<file path="src/hdl/event_buffer_pkg.sv">
package event_buffer_pkg;

    // sample format of one channel
    localparam int SAMPLE_BITS = 12;
    localparam int WORD_SAMPLES = 6;

    // six samples are packed into one memory word
    localparam int MEM_WORD_BITS = SAMPLE_BITS * WORD_SAMPLES;

    // readout requests are only taken at one point of this cycle
    localparam int NUM_PHASES = 4;

    // defaults for the top-level parameters
    localparam int DEFAULT_NCHAN = 4;
    localparam int DEFAULT_ADDR_BITS = 8;
    localparam int DEFAULT_READ_LEN = 12;
    localparam int DEFAULT_READOUT_PHASE = 0;

    typedef logic [MEM_WORD_BITS-1:0] mem_word_t;

    typedef logic [$clog2(NUM_PHASES)-1:0] phase_t;

    typedef enum logic {
        ST_IDLE,
        ST_READING
    } readout_state_t;

endpackage

</file>
<file path="src/hdl/readout_fsm.sv">
module readout_fsm #(
    parameter int ADDR_BITS = event_buffer_pkg::DEFAULT_ADDR_BITS,
    parameter int READOUT_PHASE = event_buffer_pkg::DEFAULT_READOUT_PHASE
) (
    input  logic                 memclk,
    input  logic                 write_reset,
    input  logic                 sync_i,
    input  logic [ADDR_BITS-1:0] req_addr_i,
    input  logic                 req_valid_i,
    input  logic                 last_i,
    output logic                 req_ready_o,
    output logic                 start_o,
    output logic [ADDR_BITS-1:0] start_addr_o
);
    import event_buffer_pkg::*;

    phase_t         phase_q;
    readout_state_t state_q;
    logic           accept;

    // ready toggles with the phase while idle, low for the whole readout
    assign req_ready_o = (state_q == ST_IDLE) && (phase_q == phase_t'(READOUT_PHASE));
    assign accept = req_valid_i && req_ready_o;

    // sync marks phase 0, so the count after it is 1
    always_ff @(posedge memclk) begin
        if (write_reset) begin
            phase_q <= '0;
        end else if (sync_i) begin
            phase_q <= phase_t'(1);
        end else if (phase_q == phase_t'(NUM_PHASES - 1)) begin
            phase_q <= '0;
        end else begin
            phase_q <= phase_q + 1'b1;
        end
    end

    always_ff @(posedge memclk) begin
        if (write_reset) begin
            state_q <= ST_IDLE;
            start_o <= 1'b0;
        end else begin
            start_o <= accept;
            case (state_q)
                ST_IDLE: begin
                    if (accept) begin
                        state_q <= ST_READING;
                    end
                end
                ST_READING: begin
                    // counter flags the final address
                    if (last_i) begin
                        state_q <= ST_IDLE;
                    end
                end
                default: begin
                    state_q <= ST_IDLE;
                end
            endcase
        end
    end

    // reads always begin on a 4-word boundary
    always_ff @(posedge memclk) begin
        if (accept) begin
            start_addr_o <= {req_addr_i[ADDR_BITS-1:2], 2'b00};
        end
    end

    // the counter flags its last address only inside a readout
    a_last_in_read: assert property (
        @(posedge memclk) disable iff (write_reset)
        last_i |-> (state_q == ST_READING)
    );

    // begin never lasts more than one cycle
    a_single_start: assert property (
        @(posedge memclk) disable iff (write_reset)
        start_o |=> !start_o
    );

endmodule

</file>
<file path="config.mk">
export PLATFORM = sky130hd
export DESIGN_NAME = readout_fsm
export DESIGN_NICKNAME = d
export VERILOG_FILES = /design/src/hdl/event_buffer_pkg.sv /design/src/hdl/readout_fsm.sv
export SDC_FILE = /design/constraint.sdc
export NUM_CORES = 1
export LEC_CHECK = 0
export ABC_AREA = 0
export BUFFER_PORTS_ARGS = -buffer_cell sky130_fd_sc_hd__buf_2
export CAP_MARGIN = 20
export CORE_AREA = 5 5 42 44
export DETAILED_ROUTE_END_ITERATION = 8
export DIE_AREA = 0 0 47 49
export PLACE_DENSITY = 0.63
export SYNTH_ARGS = -nofsm -noshare
export SYNTH_HDL_FRONTEND = slang
export SYNTH_SLANG_ARGS = --single-unit
</file>
<file path="constraint.sdc">
create_clock -name memclk -period 1.3 [get_ports memclk]
set_input_delay 0.065 -clock memclk [delete_from_list [all_inputs] [get_ports memclk]]
set_output_delay 0.065 -clock memclk [all_outputs]
set_load 0.005 [all_outputs]
</file>
==> flow_summary.ini <==
[timing]
hold_ws_ps = 13.0
setup_violations = 0
finalMaxSlewViolations = 0
fmax_mhz = 819
clock_skew_ps = 2.41
hold_viol = 0
period_needed_ps = 1220
tns_ps = 0
min_period_over_period_pct = 93.9
rsz0062_at_grt = no

[clock_tree]
htreeDepth = 1
clock-sinks = 10
clkSlewWorstSetupHoldPaths_ps = 60
cts_root_buf = clkbuf_4
cts_buffers = 3
clock_latency_ps = 260
tritoncts = yes
cts_buffer_depth = 2

[routing]
wl_per_cell_um = 11.7
ant_nets = 0
drc = 0
vias_per_cell = 3.99
drt_iter0_drc = 2
dr_total_vias = 279
drt_wl_total_um = 816
first_pass_iters = 2

[global_route]
grt_max_degree = 7
grt_pass1_vias = 281
grt.total_usage_pct = 7.11
antenna_found_initial = 0
grt_pass1_wl_mm = 1.13
grt_overflow_total = 0

[cells_and_area]
multi_input_area_sq_um = 108
regArea_sq_um = 262
nets = 70
finish.utilization_pct = 41.9
area_delta_synth_final_pct = 51.3
drive_above_1_share_pct = 50.0
diodes = 0
fill_cells = 145

[floorplan]
core_sq_mm = 0.00140
initial_core_util_pct = 27.7
die_x_um = 47
io-pin-count = 23
core.rowCount = 14
die_h_um = 49
die_area_sq_mm = 0.00230

[worst_hold_path]
hold_class = in -> reg
whs_path_depth = 2

[outcome]
outcome = complete, no violations

[placed_design]
portBuffers = 18
dp_hpwl_um = 618
gp_congestion = 0.627

[power_and_ir_drop]
p_seq_share_pct = 54.8
power_frac_comb_pct = 13.6
peakVddDrop_v = 0.000538
switching_share_pct = 21.6
intPower_mw = 0.523
power_density_mw_per_mm2 = 1140
clockPowerShare_pct = 31.6
switching_power_mw = 0.144
leakagePower_nw = 0.272

[setup_path]
startpoint_type = flip-flop
endpoint_kind = primary output
reg2regPathDepth = 4
slowest_delay_ps = 340
critPathKind = reg -> out
cp_slowest_cell = dfxtp_2
crit_chain = inv_1 -> ha_2 -> and2b_2 -> buf_2
required_ps = 1240
crit_path_max_fanout = 3
cp_data_arrival_time_ps = 1160

[yosys]
synth_most_common_cell = edfxtp_1
synth_cell_types = 13
syn_inst = 26
async_flop_share_pct = 0
ys_top_cells_by_count = edfxtp_1, dfxtp_1, inv_1
yosysSeqAreaShare_pct = 67.1
avgSynthCellArea_sq_um = 14.9
synth_area_sq_um = 388
yosysWarningCount = 0
synth-edff-count = 6
synth_area_leaders = edfxtp_1, dfxtp_1, ha_1
yosysTopAreaCell = edfxtp_1
ys.flop_type = edfxtp_1
ys_ff_latch = 10
synth_top_area_share_pct = 46.5

[run]
drv_cap = 0
power groups by stage:
stage | clock [mW] | sequential (mW) | combinational (mW)
3_5_place_dp | 0 | 0.372 | 0.0746
6_report | 0.210 | 0.365 | 0.0909
3_3_place_gp | 0 | 0.371 | 0.0719
4_1_cts | 0.222 | 0.365 | 0.0918
5_1_grt | 0.243 | 0.366 | 0.101
2_1_floorplan | 0 | 0.373 | 0.0374
cells in the final DEF, fill, tap and decap left out, drive strengths merged, types with 2 or more instances in the layout:
master and instances:
buf 18, nor2 2, dfxtp 4, clkbuf 3
conb 2, edfxtp 6, ha 2, inv 3
dlygate4sd3 7
cell type report:
type | count | share of cell area (%)
Sequential cell | 10 | 44.6
Tap cell | 16 | 3.41
Inverter | 3 | 1.92
Clock buffer | 3 | 3.84
Timing Repair Buffer | 25 | 27.3
Multi-Input combinational cell | 12 | 18.3
Clock inverter | 1 | 0.640
per-layer routing:
layer | vias up | routed length [um] | part of all wire, % | global-route usage [%]
met2 | 21 | 328 | 40 | 9.95
met1 | 119 | 354 | 43 | 8.16
met5 | - | 0 | 0 | 0
met4 | 0 | 0 | 0 | 4.15
met3 | 0 | 133 | 16 | 4.06
li1 | 139 | - | - | -
cell families after synthesis:
family,Yosys count,share of synthesized area (%)
simple gates,6,14.8
flops,10,67.1
other cells,1,0.967
buf+inv,5,6.77
compound gates,2,3.87
fa+ha+maj,2,6.45
sequential cells by signal (all words and copies together), names as in the netlist:
register and flops:
phase_q 2, start_addr_o 6, start_o 1, state_q 1
repair_timing:
item,4_1_cts,5_1_grt
hold endpoints to repair,7,0
hold buffers,7,0
endpoints found under the setup margin,1,1
resized for setup,1,1
buffers inserted,0,0
per-stage QoR:
stage / cells / worst slack [ps] / area, sq um / power (mW)
after floorplan: 27 / 209 / 392 / 0.410
after global placement: 59 / 146 / 487 / 0.443
after detailed placement: 59 / 104 / 487 / 0.446
after CTS: 70 / 37.6 / 586 / 0.679
after global routing: 70 / 24.7 / 587 / 0.710
final: 70 / 79.5 / 587 / 0.666
path summary, 6_finish.rpt:
| kind | start | to | slack (ps) |
|---|---|---|---|
| hold / removal | write_reset | phase_q[0] | 10 |
| hold reg to reg | state_q | state_q | 510 |
| setup / recovery | phase_q[0] | req_ready_o | 80 |
| setup reg to reg | phase_q[0] | start_addr_o[5] | 130 |
critical path, delay by kind of cell (launching register included):
family	cells	cell delay, ps
buffers and inverters	2	170
flip-flops	1	340
adder cells (fa/ha/maj)	1	200
AND/OR/NAND/NOR	1	190
No activity file was read; power rests on OpenSTA's default activity.
