--- src/hdl/event_buffer_pkg.sv ---
package event_buffer_pkg;

    // sample format of one channel
    localparam int SAMPLE_BITS = 12;
    localparam int WORD_SAMPLES = 6;

    // six samples are packed into one memory word
    localparam int MEM_WORD_BITS = SAMPLE_BITS * WORD_SAMPLES;

    // readout requests are only taken at one point of this cycle
    localparam int NUM_PHASES = 4;

    // defaults for the top-level parameters
    localparam int DEFAULT_NCHAN = 4;
    localparam int DEFAULT_ADDR_BITS = 8;
    localparam int DEFAULT_READ_LEN = 12;
    localparam int DEFAULT_READOUT_PHASE = 0;

    typedef logic [MEM_WORD_BITS-1:0] mem_word_t;

    typedef logic [$clog2(NUM_PHASES)-1:0] phase_t;

    typedef enum logic {
        ST_IDLE,
        ST_READING
    } readout_state_t;

endpackage

--- src/hdl/read_counter.sv ---
module read_counter #(
    parameter int ADDR_BITS = event_buffer_pkg::DEFAULT_ADDR_BITS,
    parameter int READ_LEN = event_buffer_pkg::DEFAULT_READ_LEN
) (
    input  logic                 memclk,
    input  logic                 write_reset,
    input  logic                 start_i,
    input  logic [ADDR_BITS-1:0] start_addr_i,
    output logic                 rd_en_o,
    output logic [ADDR_BITS-1:0] rd_addr_o,
    output logic                 last_o
);
    localparam int CNT_BITS = $clog2(READ_LEN + 1);

    logic [CNT_BITS-1:0]  remain_q;
    logic [CNT_BITS-1:0]  remain_now;
    logic [ADDR_BITS-1:0] addr_q;

    // the start pulse counts as the first read cycle, so data lines up with begin
    assign remain_now = start_i ? CNT_BITS'(READ_LEN) : remain_q;
    assign rd_addr_o = start_i ? start_addr_i : addr_q;
    assign rd_en_o = (remain_now != '0);
    assign last_o = (remain_now == CNT_BITS'(1));

    // words still to read after the current one
    always_ff @(posedge memclk) begin
        if (write_reset) begin
            remain_q <= '0;
        end else if (rd_en_o) begin
            remain_q <= remain_now - 1'b1;
        end
    end

    // address wraps at the top of memory on its own
    always_ff @(posedge memclk) begin
        if (rd_en_o) begin
            addr_q <= rd_addr_o + 1'b1;
        end
    end

    // start address comes aligned from the FSM
    a_aligned_start: assert property (
        @(posedge memclk) disable iff (write_reset)
        start_i |-> (start_addr_i[1:0] == 2'b00)
    );

endmodule

--- config.mk ---
export PLATFORM = sky130hd
export DESIGN_NAME = read_counter
export DESIGN_NICKNAME = d
export VERILOG_FILES = /design/src/hdl/event_buffer_pkg.sv /design/src/hdl/read_counter.sv
export SDC_FILE = /design/constraint.sdc
export NUM_CORES = 1
export LEC_CHECK = 0
export BUFFER_PORTS_ARGS = -buffer_cell sky130_fd_sc_hd__clkbuf_2
export CAP_MARGIN = 20
export CORE_MARGIN = 2
export CORE_UTILIZATION = 32
export CTS_CLUSTER_SIZE = 40
export DETAILED_ROUTE_END_ITERATION = 12
export REMOVE_ABC_BUFFERS = 1
export SYNTH_ARGS = -nofsm -noshare
export SYNTH_HDL_FRONTEND = slang
export SYNTH_SLANG_ARGS = --single-unit
--- constraint.sdc ---
create_clock -name memclk -period 5.6 [get_ports memclk]
set_input_delay 1.68 -clock memclk [delete_from_list [all_inputs] [get_ports memclk]]
set_output_delay 1.68 -clock memclk [all_outputs]
set_load 0.005 [all_outputs]
==> results of run 1 <==
-- area by class of cell --
class / instances / area [sq um] / area share [%]
Clock buffer: 4 / 26.3 / 2.89
Inverter: 6 / 22.5 / 2.48
Multi-Input combinational cell: 46 / 397 / 43.7
Sequential cell: 12 / 320 / 35.3
Tap cell: 28 / 35.0 / 3.86
Timing Repair Buffer: 21 / 108 / 11.8
-- per-stage QoR --
step / hold WS, ns / setup slack [ns] / instance area, sq um / total power, mW
after floorplan: 0.485 / 1.31 / 739 / 0.183
after global placement: 0.526 / 0.881 / 882 / 0.212
after detailed placement: 0.532 / 0.822 / 882 / 0.214
after CTS: 0.544 / 0.809 / 908 / 0.271
after global routing: 0.580 / 0.706 / 908 / 0.286
final: 0.540 / 0.822 / 908 / 0.268
-- cell families after synthesis --
kind of cell	after synthesis	synth area share, %
mux	10	14.0
buf+inv	9	5.76
flops	12	42.1
simple gates	18	17.1
fa+ha+maj	4	6.58
xor+xnor	6	6.91
compound gates	8	7.57
-- worst max-delay path, stage by stage --
cell and delay, ns:
clkbuf_2 0.36, nor2b_1 0.15, inv_1 0.13, ha_1 0.17, or4b_1 0.46, clkbuf_2 0.14
-- worst max-delay path by stage --
stage	startpoint	to	slack, ns	depth (start not counted)
3_5_place_dp	start_i	rd_en_o	0.82	6
4_1_cts	start_i	rd_en_o	0.81	6
2_1_floorplan	start_i	rd_en_o	1.31	4
3_3_place_gp	start_i	rd_en_o	0.88	6
5_1_grt	start_i	rd_en_o	0.71	6
6_report	start_i	rd_en_o	0.82	6
-- registers in the layout, indices dropped and copies added, names as in the netlist --
signal and cells:
addr_q 8, remain_q 4
-- cells in the mapped netlist (all sizes together) --
library cell  count
edfxtp            8
inv               6
mux2              5
mux2i             5
dfxtp             4
ha                4
xor2              4
a21oi             3
nand3             3
nand3b            3
nor2              3
a211oi            2
buf               2
xnor2             2
a222oi            1
a22oi             1
and4b             1
clkbuf            1
nand2             1
nand4             1
nand4b            1
nor2b             1
nor3              1
nor4b             1
o21ai             1
or3               1
or4b              1
-- per-layer routing --
layer / share of wire [%] / vias to the layer above / wire (microns)
li1: - / 289 / -
met1: 45 / 272 / 640
met2: 50 / 18 / 720
met3: 5.4 / 0 / 77
met4: 0 / 0 / 0
met5: 0 / - / 0
-- where the power goes --
| group | switching (mW) | internal [mW] |
|---|---|---|
| sequential | 0.0159 | 0.120 |
| combinational | 0.0367 | 0.0373 |
| clock | 0.0304 | 0.0276 |
==> metrics.yaml, run 1 <==
status:
  status: "complete, no violations"
global_route:
  gr-total-overflow: 0
  grt_antenna_before_repair: 0
  gr-usage-met2_pct: 20.0
  busiest_layer: "met2"
  grt_pass1_vias: 539
  grtUsageMet1_pct: 13.1
  grt.total_usage_pct: 11.3
  grt_max_degree: 23
  grt.met3_usage_pct: 4.29
  grt_pass1_wl_microns: 2260
final_layout:
  drive_gt1_share_pct: 36.0
  n_antenna_cell: 0
  post-route-util_pct: 40.7
  fin_cells: 117
  final_common_cell: "clkbuf_2"
  area_delta_synth_final_pct: 19.4
  nFillCells: 237
  layout_common_cells: "clkbuf_2, edfxtp_1, inv_1, mux2_2, mux2i_1"
  nNetsFinal: 105
floorplan:
  core-area_sq_um: 2230
  die_area_sq_um: 2780
  rows: 17
  io_pins: 21
  fp.dieW_microns: 52.8
  die_h_microns: 52.8
  initial_core_util_pct: 34.1
drt:
  wirelength_microns: 1440
  ant_nets: 0
  wl_per_cell_microns: 12.3
  viasPerCell: 4.95
  drtIter0Drc: 23
  drcViolationCount: 0
  vias: 579
  drtPass1Iterations: 4
timing:
  fmax_mhz: 209
  grt_setup_unrepaired: "false"
  finalHoldViolations: 0
  clock-skew-final_ns: 0.0101
  relSlewSlack_pct: 70.5
  setup_tns_ns: 0
  fin_crit_sh_pct: 85.3
  fin_crit_ns: 4.78
  setup_viol: 0
  max_slew.worst_pin.slew_ns: 0.443
  final_max_slew_viol_count: 0
yosys:
  syn_inst: 67
  synth.top_cell.area_share_pct: 31.6
  yosys_warnings: 0
  syn_area_sq_um: 761
  ys_types: 29
  ys_seq_elements: 12
  yosysTopAreaCell: "edfxtp_1"
  synth_area_per_cell_sq_um: 11.4
  yosysSeqAreaShare_pct: 42.1
  synth_area_leaders: "edfxtp_1, dfxtp_1, mux2_2"
clock_network:
  cts_htree_levels: 1
  cts_buffers: 3
  cts_root_buf: "clkbuf_4"
  cts.path.max_buffers: 2
  cts_hold_buf: 0
  cts_resized: 0
  numClockSinks: 12
  tritoncts: "done"
  insertion_delay_ns: 0.28
  post_cts_buffers: 0
  clk_pin_slew_ns: 0.07
placed_design:
  port_buffers: 20
  gp_congestion: 0.685
  dp.cells: 113
critical_path:
  r2r_cells: 7
  critPathCaptureType: "output pin"
  cp.required_ns: 3.92
  path_class: "input port to output pin"
  r2r_slack_ns: 3.83
  cp.arrival_ns: 3.10
  worstReg2RegStart: "remain_q[0]"
  path_max_fanout: 22
  worst_r2r_endpoint: "remain_q[1]"
  cp-start-kind: "input port"
hold_path:
  hp-class: "flop to flop"
  hold_path_depth: 2
  hold_start: "remain_q[1]"
  hold_path_end: "remain_q[1]"
power:
  power.density_nw_per_um2: 295
  ir_drop_v: 0.000188
  p_leak_nw: 0.406
job:
  maxCapViolations: 0
Power figures use the tool's default switching activity.
==> run 2: changes to the inputs <==
- ABC_AREA: not set -> 1
==> run 2 against run 1 <==
Effect of this change: power fell by 2.1%; sequential share of layout area fell by 1.0 points; via count rose by 11%; die area rose by 3.0%; core utilization rose by 0.45 points; critical endpoint unchanged; area after synthesis rose by 3.3%; register-to-register slack improved by 0.12 ns; global-route usage rose by 1.5 points; clock skew fell by 0.0030 ns; largest cell class unchanged.
==> metrics.yaml, run 2 <==
drt:
  wl_per_cell_microns: 11.1
  drcViolationCount: 0
  ant_nets: 0
  vias: 642
  drtIter0Drc: 11
  wirelength_microns: 1580
  drtPass1Iterations: 4
  viasPerCell: 4.49
placed_design:
  dpl-instance-area_sq_um: 910
  gp_congestion: 0.814
  hpwl_microns: 1250
  dpl_worst_slack_ns: 1.05
  port_buffers: 20
floorplan:
  die_h_microns: 53.6
  fp.dieW_microns: 53.6
  die_area_sq_um: 2870
  core-area_sq_um: 2280
  rows: 17
  io_pins: 21
  initial_core_util_pct: 34.5
timing:
  final_max_slew_viol_count: 0
  clock-skew-final_ns: 0.00708
  relSlewSlack_pct: 79.4
  finalHoldViolations: 0
  hold_ws_ns: 0.487
  fmax_mhz: 218
  fin_crit_ns: 4.58
  grt_setup_unrepaired: "false"
  setup_tns_ns: 0
  setup_ws_ns: 1.02
  fin_crit_sh_pct: 81.8
  max_slew.worst_pin.slew_ns: 0.308
  setup_viol: 0
final_layout:
  regMostFlops: "addr_q"
  final_common_cell: "nand2_1"
  area_delta_synth_final_pct: 19.1
  n_antenna_cell: 0
  largest_reg_flops: 8
  reg.largest.list: "addr_q: 8 flops, remain_q: 4 flops"
  drive_gt1_share_pct: 37.4
  nFillCells: 235
  final_area_sq_um: 936
  layout_common_cells: "nand2_1, clkbuf_2, nand2_2, edfxtp_1, inv_1"
  nNetsFinal: 131
critical_path:
  path_class: "input port to output pin"
  cp.arrival_ns: 2.90
  cp-startpoint: "start_i"
  worstReg2RegStart: "remain_q[0]"
  critPathCaptureType: "output pin"
  cp-start-kind: "input port"
  path_max_fanout: 13
  cp.required_ns: 3.92
  r2r_cells: 8
yosys:
  yosysMostFrequentCell: "nand2_1"
  yosysSeqAreaShare_pct: 40.8
  synthArstFlopShare_pct: 0
  ys.flop_type: "edfxtp_1"
  synth.top_cell.area_share_pct: 30.6
  syn_inst: 92
  syn_area_sq_um: 786
  synth_common_cells: "nand2_1, nand2_2, edfxtp_1"
  ys_seq_elements: 12
  ys_types: 23
  synth_area_leaders: "edfxtp_1, nand2_1, dfxtp_1"
  yosys_warnings: 0
  synth-edff-count: 8
  synth_area_per_cell_sq_um: 8.54
  yosysTopAreaCell: "edfxtp_1"
power:
  fin_total_pwr_mw: 0.263
  power.density_nw_per_um2: 281
  ir_drop_v: 0.000151
  p_leak_nw: 0.469
clock_network:
  cts_htree_levels: 1
  cts_root_buf: "clkbuf_4"
  cts_buffers: 3
  cts_resized: 0
  cts_hold_buf: 0
  post_cts_buffers: 0
  clk_pin_slew_ns: 0.06
  tritoncts: "done"
  cts.path.max_buffers: 2
  numClockSinks: 12
  insertion_delay_ns: 0.28
hold_path:
  hp-class: "flop to flop"
  hold_start: "remain_q[1]"
  hold_path_depth: 2
status:
  status: "complete, no violations"
global_route:
  grt_max_degree: 14
  grt_antenna_before_repair: 0
  grt_pass1_vias: 555
  gr-total-overflow: 0
  grt.total_usage_pct: 12.8
  grt_pass1_wl_microns: 2490
job:
  maxCapViolations: 0
## run 2: changes by cell type after synthesis, sizes merged, moves of 2 or more
cell    delta
nand2     +38
nand3      +2
mux2       -5
nor2       +6
nand3b     -2
inv        +3
mux2i      -5
or2        +2
## run 2: worst max-delay path: stages
cell and delay (ns):
clkbuf_2 0.22, nor2_1 0.27, inv_1 0.10, ha_1 0.23
nand3_2 0.23, clkbuf_2 0.17
## run 2: logic make-up after synthesis
family,synth area share (%)
xor+xnor,5.42
compound gates,3.50
simple gates,38.2
flops,40.8
fa+ha+maj,6.37
buf+inv,5.73
## run 2: report_power, final
group,total [mW],leakage (nW),switching [mW],internal [mW]
Combinational,0.0832,0.338,0.0522,0.0310
Clock,0.0557,0.0150,0.0280,0.0277
Sequential,0.124,0.116,0.00616,0.117
## run 2: per-stage QoR
step           utilization [%]  instances
4_1_cts                   41.1        143
6_report                  41.1        143
3_3_place_gp              40.0        139
5_1_grt                   41.1        143
3_5_place_dp              40.0        139
2_1_floorplan                -         91
## run 2: final timing paths
check                                   end  slack (ns)
worst min register to register  remain_q[1]        0.49
worst max-delay path                rd_en_o        1.02
worst min-delay path            remain_q[1]        0.49
worst max register to register  remain_q[3]        3.95
## run 2: layout make-up
| class | count | area [sq um] | share of cell area (%) |
|---|---|---|---|
| Multi-Input combinational cell | 70 | 420 | 44.9 |
| Sequential cell | 12 | 320 | 34.2 |
| Timing Repair Buffer | 20 | 100 | 10.7 |
| Tap cell | 28 | 35.0 | 3.74 |
| Inverter | 9 | 33.8 | 3.61 |
| Clock buffer | 4 | 26.3 | 2.81 |
## run 2: layer usage
| metal | routed length, microns | up-vias | GRT usage (%) |
|---|---|---|---|
| met4 | 35 | 0 | 7.69 |
| li1 | - | 340 | - |
| met3 | 91 | 4 | 2.50 |
| met1 | 707 | 281 | 15.5 |
| met2 | 750 | 17 | 20.8 |
| met5 | 0 | - | 0 |
